### config.mk
export PLATFORM = sky130hd
export DESIGN_NAME = cpu_top
export DESIGN_NICKNAME = d
export VERILOG_FILES = /design/src/hw/cpu_pkg.sv /design/src/hw/fetch_unit.sv /design/src/hw/instr_decoder.sv /design/src/hw/execute_unit.sv /design/src/hw/cpu_top.sv
export VERILOG_INCLUDE_DIRS = /design/src /design/src/include
export SDC_FILE = /design/constraint.sdc
export NUM_CORES = 2
export LEC_CHECK = 0
export BUFFER_PORTS_ARGS = -buffer_cell sky130_fd_sc_hd__buf_2
export CORE_UTILIZATION = 43
export DETAILED_ROUTE_END_ITERATION = 6
export HOLD_SLACK_MARGIN = 0.12
export PLACE_DENSITY = 0.62
export SLEW_MARGIN = 20
export SYNTH_ARGS = -nofsm -noshare
export SYNTH_HDL_FRONTEND = slang
export SYNTH_SLANG_ARGS = --single-unit
### constraint.sdc
create_clock -name clk -period 8.6 [get_ports clk]
set_input_delay 1.29 -clock clk [delete_from_list [all_inputs] [get_ports clk]]
set_output_delay 1.29 -clock clk [all_outputs]
set_load 0.005 [all_outputs]
### src/include/cpu_macros.svh
`ifndef CPU_MACROS_SVH
`define CPU_MACROS_SVH

// Datapath and program memory sizes
`define CPU_DATA_W     8
`define CPU_ADDR_W     8
`define CPU_MEM_DEPTH  256
`define CPU_REG_IDX_W  2
`define CPU_OP_W       4

// Opcode values held in instruction bits 7:4
`define CPU_OP_NOP  4'd0
`define CPU_OP_LDI  4'd1
`define CPU_OP_MOV  4'd2
`define CPU_OP_ADD  4'd3
`define CPU_OP_ADC  4'd4
`define CPU_OP_SUB  4'd5
`define CPU_OP_AND  4'd6
`define CPU_OP_OR   4'd7
`define CPU_OP_XOR  4'd8
`define CPU_OP_HLT  4'd15

`endif

### src/hw/cpu_pkg.sv
`default_nettype none

`include "cpu_macros.svh"

package cpu_pkg;

  typedef logic [`CPU_DATA_W-1:0]    data_t;
  typedef logic [`CPU_ADDR_W-1:0]    addr_t;
  typedef logic [`CPU_REG_IDX_W-1:0] reg_idx_t;
  typedef logic [`CPU_OP_W-1:0]      opcode_t;

  // One decoded instruction, LDI carries its constant byte along
  typedef struct packed {
    logic     valid;
    opcode_t  opcode;
    reg_idx_t dst;
    reg_idx_t src;
    data_t    constant;
  } decoded_t;

  // Status bits from the execute stage
  typedef struct packed {
    logic halt;
    logic negative;
    logic carry;
  } flags_t;

  // Whether the next fetched byte is an opcode or an LDI constant
  typedef enum logic {
    expect_opcode,
    expect_constant
  } dec_state_e;

endpackage

`default_nettype wire

### src/hw/fetch_unit.sv
`default_nettype none

`include "cpu_macros.svh"

module fetch_unit (
  input  logic           clk,
  input  logic           reset,
  input  logic           halt,
  input  logic           prog_we,
  input  cpu_pkg::addr_t prog_addr,
  input  cpu_pkg::data_t prog_data,
  output logic           fetch_valid,
  output cpu_pkg::data_t fetch_byte,
  output cpu_pkg::addr_t pc
);
  import cpu_pkg::*;

  data_t prog_mem [`CPU_MEM_DEPTH];

  // Program load port
  always_ff @(posedge clk) begin
    if (prog_we) begin
      prog_mem[prog_addr] <= prog_data;
    end
  end

  // Synchronous read, byte at pc shows up one cycle later
  always_ff @(posedge clk) begin
    fetch_byte <= prog_mem[pc];
  end

  // Program counter runs freely until the halt flag comes back from execute
  always_ff @(posedge clk) begin
    if (reset) begin
      pc          <= '0;
      fetch_valid <= 1'b0;
    end else begin
      fetch_valid <= 1'b1;
      if (!halt) begin
        pc <= pc + 1'b1;
      end
    end
  end

endmodule

`default_nettype wire

### src/hw/instr_decoder.sv
`default_nettype none

`include "cpu_macros.svh"

module instr_decoder (
  input  logic             clk,
  input  logic             reset,
  input  logic             fetch_valid,
  input  cpu_pkg::data_t   fetch_byte,
  output cpu_pkg::decoded_t decoded
);
  import cpu_pkg::*;

  dec_state_e state;
  logic       dec_valid;
  opcode_t    dec_opcode;
  reg_idx_t   dec_dst;
  reg_idx_t   dec_src;
  data_t      dec_constant;

  opcode_t    byte_opcode;
  logic       byte_is_ldi;

  // Unknown codes are turned into NOP here so execute sees only legal ones
  function automatic opcode_t legal_opcode(input opcode_t op);
    case (op)
      `CPU_OP_LDI, `CPU_OP_MOV, `CPU_OP_ADD, `CPU_OP_ADC, `CPU_OP_SUB,
      `CPU_OP_AND, `CPU_OP_OR, `CPU_OP_XOR, `CPU_OP_HLT: begin
        legal_opcode = op;
      end
      default: begin
        legal_opcode = `CPU_OP_NOP;
      end
    endcase
  endfunction

  assign byte_opcode = fetch_byte[7:4];
  assign byte_is_ldi = (byte_opcode == `CPU_OP_LDI);

  // Constant byte FSM and output valid
  always_ff @(posedge clk) begin
    if (reset) begin
      state     <= expect_opcode;
      dec_valid <= 1'b0;
    end else begin
      dec_valid <= 1'b0;
      if (fetch_valid) begin
        case (state)
          expect_opcode: begin
            // LDI waits for its constant and leaves an empty slot
            if (byte_is_ldi) begin
              state <= expect_constant;
            end else begin
              dec_valid <= 1'b1;
            end
          end
          expect_constant: begin
            state     <= expect_opcode;
            dec_valid <= 1'b1;
          end
          default: begin
            state <= expect_opcode;
          end
        endcase
      end
    end
  end

  // Fields are captured from the opcode byte and held over the constant byte
  always_ff @(posedge clk) begin
    if (fetch_valid) begin
      if (state == expect_opcode) begin
        dec_opcode <= legal_opcode(byte_opcode);
        dec_dst    <= fetch_byte[3:2];
        dec_src    <= fetch_byte[1:0];
      end else begin
        dec_constant <= fetch_byte;
      end
    end
  end

  assign decoded = '{
    valid:    dec_valid,
    opcode:   dec_opcode,
    dst:      dec_dst,
    src:      dec_src,
    constant: dec_constant
  };

endmodule

`default_nettype wire

### src/hw/execute_unit.sv
`default_nettype none

`include "cpu_macros.svh"

module execute_unit (
  input  logic              clk,
  input  logic              reset,
  input  cpu_pkg::decoded_t decoded,
  output cpu_pkg::flags_t   flags,
  output cpu_pkg::data_t    reg_a,
  output cpu_pkg::data_t    reg_b,
  output cpu_pkg::data_t    reg_c,
  output cpu_pkg::data_t    reg_d
);
  import cpu_pkg::*;

  localparam int NUM_REGS = 1 << `CPU_REG_IDX_W;

  data_t  regs [NUM_REGS];
  flags_t flags_q;

  data_t  lhs;
  data_t  rhs;
  logic [`CPU_DATA_W:0] alu_wide;
  data_t  alu_result;
  logic   alu_carry;
  logic   is_alu_op;

  // dst is the left operand, src the right
  assign lhs = regs[decoded.dst];
  assign rhs = regs[decoded.src];

  // ALU, bit 8 of the wide result is carry out or borrow
  always_comb begin
    alu_wide  = '0;
    is_alu_op = 1'b1;
    case (decoded.opcode)
      `CPU_OP_ADD: alu_wide = {1'b0, lhs} + {1'b0, rhs};
      `CPU_OP_ADC: begin
        alu_wide = {1'b0, lhs} + {1'b0, rhs} + {{`CPU_DATA_W{1'b0}}, flags_q.carry};
      end
      // Borrow set when lhs < rhs
      `CPU_OP_SUB: alu_wide = {1'b0, lhs} - {1'b0, rhs};
      `CPU_OP_AND: alu_wide = {1'b0, lhs & rhs};
      `CPU_OP_OR:  alu_wide = {1'b0, lhs | rhs};
      `CPU_OP_XOR: alu_wide = {1'b0, lhs ^ rhs};
      default:     is_alu_op = 1'b0;
    endcase
  end

  assign alu_result = alu_wide[`CPU_DATA_W-1:0];
  assign alu_carry  = alu_wide[`CPU_DATA_W];

  // Writeback, nothing changes once halted
  always_ff @(posedge clk) begin
    if (reset) begin
      for (int i = 0; i < NUM_REGS; i++) begin
        regs[i] <= '0;
      end
      flags_q <= '0;
    end else if (decoded.valid && !flags_q.halt) begin
      case (decoded.opcode)
        `CPU_OP_LDI: regs[decoded.dst] <= decoded.constant;
        `CPU_OP_MOV: regs[decoded.dst] <= rhs;
        `CPU_OP_HLT: flags_q.halt <= 1'b1;
        default: begin
          // NOP falls through with is_alu_op low
          if (is_alu_op) begin
            regs[decoded.dst] <= alu_result;
            flags_q.carry     <= alu_carry;
            flags_q.negative  <= alu_result[`CPU_DATA_W-1];
          end
        end
      endcase
    end
  end

  assign flags = flags_q;
  assign reg_a = regs[0];
  assign reg_b = regs[1];
  assign reg_c = regs[2];
  assign reg_d = regs[3];

endmodule

`default_nettype wire

### src/hw/cpu_top.sv
`default_nettype none

module cpu_top (
  input  logic            clk,
  input  logic            reset,
  input  logic            prog_we,
  input  cpu_pkg::addr_t  prog_addr,
  input  cpu_pkg::data_t  prog_data,
  output cpu_pkg::data_t  reg_a,
  output cpu_pkg::data_t  reg_b,
  output cpu_pkg::data_t  reg_c,
  output cpu_pkg::data_t  reg_d,
  output cpu_pkg::flags_t flags,
  output cpu_pkg::addr_t  pc,
  output logic            halt
);
  import cpu_pkg::*;

  logic     fetch_valid;
  data_t    fetch_byte;
  decoded_t decoded;

  // Producer, program memory and PC
  fetch_unit u_fetch (
    .clk         (clk),
    .reset       (reset),
    .halt        (flags.halt),
    .prog_we     (prog_we),
    .prog_addr   (prog_addr),
    .prog_data   (prog_data),
    .fetch_valid (fetch_valid),
    .fetch_byte  (fetch_byte),
    .pc          (pc)
  );

  // Pipeline register
  instr_decoder u_decoder (
    .clk         (clk),
    .reset       (reset),
    .fetch_valid (fetch_valid),
    .fetch_byte  (fetch_byte),
    .decoded     (decoded)
  );

  // Consumer, register file and ALU
  execute_unit u_execute (
    .clk     (clk),
    .reset   (reset),
    .decoded (decoded),
    .flags   (flags),
    .reg_a   (reg_a),
    .reg_b   (reg_b),
    .reg_c   (reg_c),
    .reg_d   (reg_d)
  );

  assign halt = flags.halt;

endmodule

`default_nettype wire

After elaboration in Yosys (flattened, before gate mapping)
Memory sizes are Yosys's and may differ from the RTL's. A register that Yosys moved wholly into a read port is not among the register bits.
Index checks and enable logic that the tools add are counted.
{ "word_totals": {"register_bits": 30, "ram_bits": 2080, "input_bits": 19, "output_inout_bits": 44, "elab_cells": 85, "memories": 2} }
{ "classes": {"n_addsub": 4, "eq_ne": 18, "n_mux": 31, "bitwise": 8, "n_reduce_logical": 11} }
{ "mem_list": {"columns": ["name", "depth", "width", "read_ports", "rd_ports_with_merged_regs", "write_ports", "line", "rtl"], "rows": [
  ["u_fetch.prog_mem", 256, 8, 1, 1, 1, "fetch_unit.sv:18", "data_t prog_mem [`CPU_MEM_DEPTH];"],
  ["u_execute.regs", 4, 8, 6, 2, 4, "execute_unit.sv:19", "data_t regs [NUM_REGS];"]
]} }
{ "op_table": {"columns": ["cell", "count"], "rows": [
  ["9-bit case mux with 6 select lines", 1],
  ["4-bit by 3-bit == test with 1-bit output, second input constant", 8],
  ["8-bit two-way mux", 3],
  ["1-bit two-way mux", 22],
  ["4-bit by 2-bit == test with 1-bit output, second input constant", 4],
  ["4-bit == test, second input constant", 4],
  ["8-bit by 8-bit adder with 9-bit output", 1],
  ["9-bit by 1-bit adder with 9-bit output", 1],
  ["9-bit OR reduction", 1],
  ["8-bit by 8-bit subtractor with 9-bit output", 1],
  ["8-bit by 1-bit adder with 8-bit output, second input constant", 1],
  ["8-bit AND", 1],
  ["4-bit by 1-bit == test with 1-bit output, second input constant", 2],
  ["8-bit bitwise OR", 1],
  ["8-bit OR reduction", 1],
  ["8-bit XOR", 1],
  ["2-bit two-way mux", 3],
  ["2-bit AND reduction", 3],
  ["6-bit OR reduction", 1],
  ["1-bit case mux with 2 select lines", 2],
  ["1-bit NOT", 3],
  ["3-bit AND reduction", 1],
  ["3-bit OR reduction", 1],
  ["1-bit bitwise OR", 2],
  ["other kinds (3)", 3]
]} }

Depth between registers and ports, before layout
{ "depth": {"ltp_word": 11, "mapped_depth": 14} }

Cells and area by module
Synthesis repeated with hierarchy kept, for this count alone.
{ "hier_totals": {"hier_cells": 4216, "area_unflattened_um2": 84053.1} }
{ "by_module_without_submodules": {"columns": ["module", "n_inst", "cells_each", "area_per_inst_um2"], "rows": [
  ["fetch_unit", 1, 3828, 80024.2],
  ["execute_unit", 1, 349, 3380.7],
  ["instr_decoder", 1, 38, 640.6],
  ["cpu_top", 1, 1, 7.5]
]} }

Least setup slack after synthesis
OpenSTA, ideal clock, no wires.
{ "synth_timing": {"path_kind": "register to register", "startpoint": "reg with a tool-made name", "endpoint": "mem u_execute.regs[3][7] (netlist name), data pin", "arrival_time_ns": 3.627, "required_time_ns": 8.325, "setup_slack_ns": 4.698, "path_stages_with_launch": 13, "path_buffers": 1, "path_cell_list": "dfxtp_1 > clkbuf_1 > mux4_2 > ha_1 > fa_1 > a211oi_1 > nor2_1 > or2_2 > nor4_1 > nand2_1 > xnor2_1 > a221oi_2 > o22ai_1"} }
{ "synth_rtl": {"columns": ["element", "line"], "rows": [
  ["end, declared", "execute_unit.sv:19"]
]} }

==> summary.json <==
{
  "cts_root_buf": {"value": "clkbuf_16"},
  "dp.cells": {"value": 6791},
  "synthDominantCellAreaShare": {"value": 0.747},
  "irDropWorstVdd": {"value": 0.000231, "unit": "V"},
  "violations": {"value": "design-rule violations"},
  "antenna_left": {"value": 0},
  "ys_ff_latch": {"value": 2122},
  "clock_tree_buf_depth": {"value": 3},
  "post_cts_resize_count": {"value": 0},
  "worst-r2r-cell-count": {"value": 8},
  "detailed_place_hpwl": {"value": 138000, "unit": "µm"},
  "summed_negative_setup_slack_over_all_endpoints": {"value": 0, "unit": "ps"},
  "worst_slew_margin_rel": {"value": 0.196},
  "finalMaxSlewViolations": {"value": 0},
  "final_cell_mix": {"value": "2096 x edfxtp_1, 442 x mux4_2, 342 x nor2_1"},
  "yosysWarnings": {"value": 0},
  "period_needed": {"value": 5180, "unit": "ps"},
  "htree_levels": {"value": 4},
  "globalRouteTotalUtil": {"value": 0.233},
  "critical_path_launch_point_type": {"value": "flip-flop"},
  "total_die_area": {"value": 0.198, "unit": "mm²"},
  "numCtsBuffers": {"value": 211},
  "cts_sinks": {"value": 2122},
  "first_global_vias": {"value": 43300},
  "worst_clock_skew": {"value": 55.0, "unit": "ps"},
  "synthesis.instances": {"value": 4258},
  "worst-path-max-fanout": {"value": 43},
  "count_of_flip_flops_with_a_built_in_enable_after_synthesis": {"value": 2096},
  "floorplan.core_area": {"value": 0.195, "unit": "mm²"},
  "initial_antenna_violation_count": {"value": 7},
  "worstSetupPathType": {"value": "reg -> reg"},
  "clkSlewWorstSetupHoldPaths": {"value": 60, "unit": "ps"},
  "grt_max_degree": {"value": 166},
  "critical_path.reg2reg.endpoint": {"value": "u_fetch.fetch_byte[4]$_DFF_P_"},
  "syn-num-nets": {"value": 4306},
  "drt-wirelength-per-cell": {"value": 32.3, "unit": "µm"},
  "die_h": {"value": 445, "unit": "µm"},
  "synth-seq-area-share": {"value": 0.753},
  "placement.io_buffers": {"value": 62},
  "area_growth": {"value": 12.0, "unit": "%"},
  "timing_worst_slew_pin_value": {"value": 1200, "unit": "ps"},
  "post_synth_top_area_cell": {"value": "edfxtp_1"},
  "critical_path_required": {"value": 9320, "unit": "ps"},
  "postRouteWirelength": {"value": 232000, "unit": "µm"},
  "mostFrequentLayoutCell": {"value": "edfxtp_1"},
  "setup.worst_path.end_class": {"value": "flip-flop"},
  "r2r-start": {"value": "u_fetch.pc[0]$_SDFFE_PP0N_"},
  "p_leak": {"value": 29.1, "unit": "nW"},
  "setup.reg_to_reg.worst_slack": {"value": 3420, "unit": "ps"},
  "min_period_over_period": {"value": 0.603},
  "cts_tree": {"value": "yes"},
  "die_w": {"value": 445, "unit": "µm"},
  "post-route-drc-count": {"value": 1},
  "hold_path_depth": {"value": 1},
  "setup-violations-final": {"value": 0},
  "mappedNetlistArea": {"value": 0.0843, "unit": "mm²"},
  "max_cap_viol_count": {"value": 0},
  "routed-via-count": {"value": 44100},
  "grt_setup_unrepaired": {"value": "no"},
  "cts_post_setup_buffers_inserted": {"value": 0},
  "p_per_area": {"value": 238, "unit": "mW/mm²"},
  "num_rows": {"value": 162},
  "outcome": {"value": "finished with violations"},
  "drive_above_1_share": {"value": 0.211},
  "viasPerCell": {"value": 6.14},
  "synth_area_per_cell": {"value": 19.8, "unit": "µm²"},
  "initial_core_util": {"value": 0.433},
  "synth_cell_type_count": {"value": 83},
  "final_nets": {"value": 4429},
  "yosys-top-cells-area": {"value": "edfxtp_1 75%, mux4_2 12%, mux2i_1 2.4%"},
  "hold_viol_final": {"value": 0},
  "io_pins": {"value": 63},
  "min-delay-path-class": {"value": "reg -> reg"},
  "async_flop_share": {"value": 0},
  "grt.overflow.total": {"value": 0},
  "hp-start": {"value": "u_decoder.dec_src[1]$_DFFE_PP_"},
  "layoutNonFillerInstCount": {"value": 7194},
  "clock.fmax": {"value": 193, "unit": "MHz"},
  "drt_pre_antenna_iters": {"value": 7},
  "finalWeightedCongestion": {"value": 0.889},
  "postSynth.topFlopCell": {"value": "edfxtp_1"},
  "grt_pass1_wl": {"value": 328000, "unit": "µm"},
  "holdBufCountCts": {"value": 0},
  "postLayoutCoreUtil": {"value": 0.484},
  "dr.first_iter.drc_count": {"value": 5776},
  "clock_insertion_delay_worst_skew": {"value": 870, "unit": "ps"},
  "arrival": {"value": 5900, "unit": "ps"}
}
-- routing by layer --
metal	vias to the layer above	global-route usage	share of wire
met4	6	0.0800	0.028
li1	17800	-	-
met5	-	0	0.00015
met1	23500	0.330	0.40
met2	2470	0.358	0.47
met3	350	0.0512	0.098
-- area by class of cell --
| class | count | area [µm²] |
|---|---|---|
| fill | 15800 | 100000 |
| clock buffer | 260 | 5510 |
| antenna | 8 | 20.0 |
| tap | 2624 | 3280 |
| clock inverter | 134 | 1490 |
| timing repair buffer | 165 | 1270 |
| multi-input combinational | 1845 | 19100 |
| inverter | 36 | 136 |
| sequential | 2122 | 63500 |
-- through the flow --
step / worst slack (ps) / instance area [µm²] / total power (W) / hold WS [ps]
2_1_floorplan: 4700 / 84300 / 0.0128 / 420
3_3_place_gp: 3440 / 87300 / 0.0134 / 467
3_5_place_dp: 3410 / 87300 / 0.0134 / 476
4_1_cts: 3430 / 94300 / 0.0225 / 488
5_1_grt: 3260 / 94300 / 0.0230 / 512
6_report: 3420 / 94300 / 0.0225 / 484
-- state kept, by name, indices dropped and copies added, names as in the netlist, 2 cells and up, named ones only --
register,flops
u_decoder.dec_dst,2
u_fetch.fetch_byte,8
u_decoder.dec_constant,8
u_execute.regs,32
u_fetch.prog_mem,2048
u_decoder.dec_src,2
u_decoder.dec_opcode,4
u_execute.flags,3
u_fetch.pc,8
-- Yosys cell counts (27+ instances only) --
| library cell | count |
|---|---|
| a21oi_1 | 101 |
| nand2_1 | 126 |
| ha_1 | 27 |
| clkbuf_1 | 105 |
| o221ai_1 | 30 |
| a221oi_1 | 40 |
| a22oi_1 | 59 |
| nand3_1 | 40 |
| nor2_1 | 345 |
| inv_1 | 33 |
| o21ai_0 | 33 |
| mux4_2 | 442 |
| a211oi_1 | 45 |
| buf_2 | 69 |
| o22ai_1 | 41 |
| mux2i_1 | 206 |
| edfxtp_1 | 2096 |
| nor3_1 | 30 |
-- how the worst max path moves through the flow --
stage | startpoint | to | depth (start not counted)
after floorplan | flip-flop | u_execute.regs[3][7]$_DFFE_PP_ | 12
after global placement | u_fetch.pc[0]$_SDFFE_PP0N_ | u_fetch.fetch_byte[4]$_DFF_P_ | 8
after detailed placement | u_fetch.pc[0]$_SDFFE_PP0N_ | u_fetch.fetch_byte[4]$_DFF_P_ | 8
after CTS | u_fetch.pc[0]$_SDFFE_PP0N_ | u_fetch.fetch_byte[4]$_DFF_P_ | 8
after global routing | u_fetch.pc[0]$_SDFFE_PP0N_ | u_fetch.fetch_byte[4]$_DFF_P_ | 8
final | u_fetch.pc[0]$_SDFFE_PP0N_ | u_fetch.fetch_byte[4]$_DFF_P_ | 8
-- report_power, final --
group	switching (W)	total [W]	leakage, nW	internal, W
Clock	0.00399	0.00928	3.41	0.00530
Sequential	0.0000878	0.0115	19.1	0.0114
Combinational	0.00105	0.00168	6.54	0.000629
-- cell families (layout without fill, tap and decap cells) --
kind of cell,Yosys count,in the layout,share of synthesized area
other,0,8,0
muxes,663,663,0.145
DFF,2122,2122,0.753
and+or+nand+nor,648,648,0.0335
adders and majority gates,29,29,0.00448
buffers and inverters,291,595,0.0206
AOI/OAI and AO/OA,485,485,0.0409
xor gates and xnor gates,20,20,0.00208
-- critical path: stages (launching register included) --
cell and delay, ps:
dfxtp_4 940, buf_4 680, buf_4 790, mux4_2 590, a22o_1 260, a2111oi_0 650
a211oi_1 150, nor4_1 730, nor4_1 140
(Power assumes the default switching activity.)
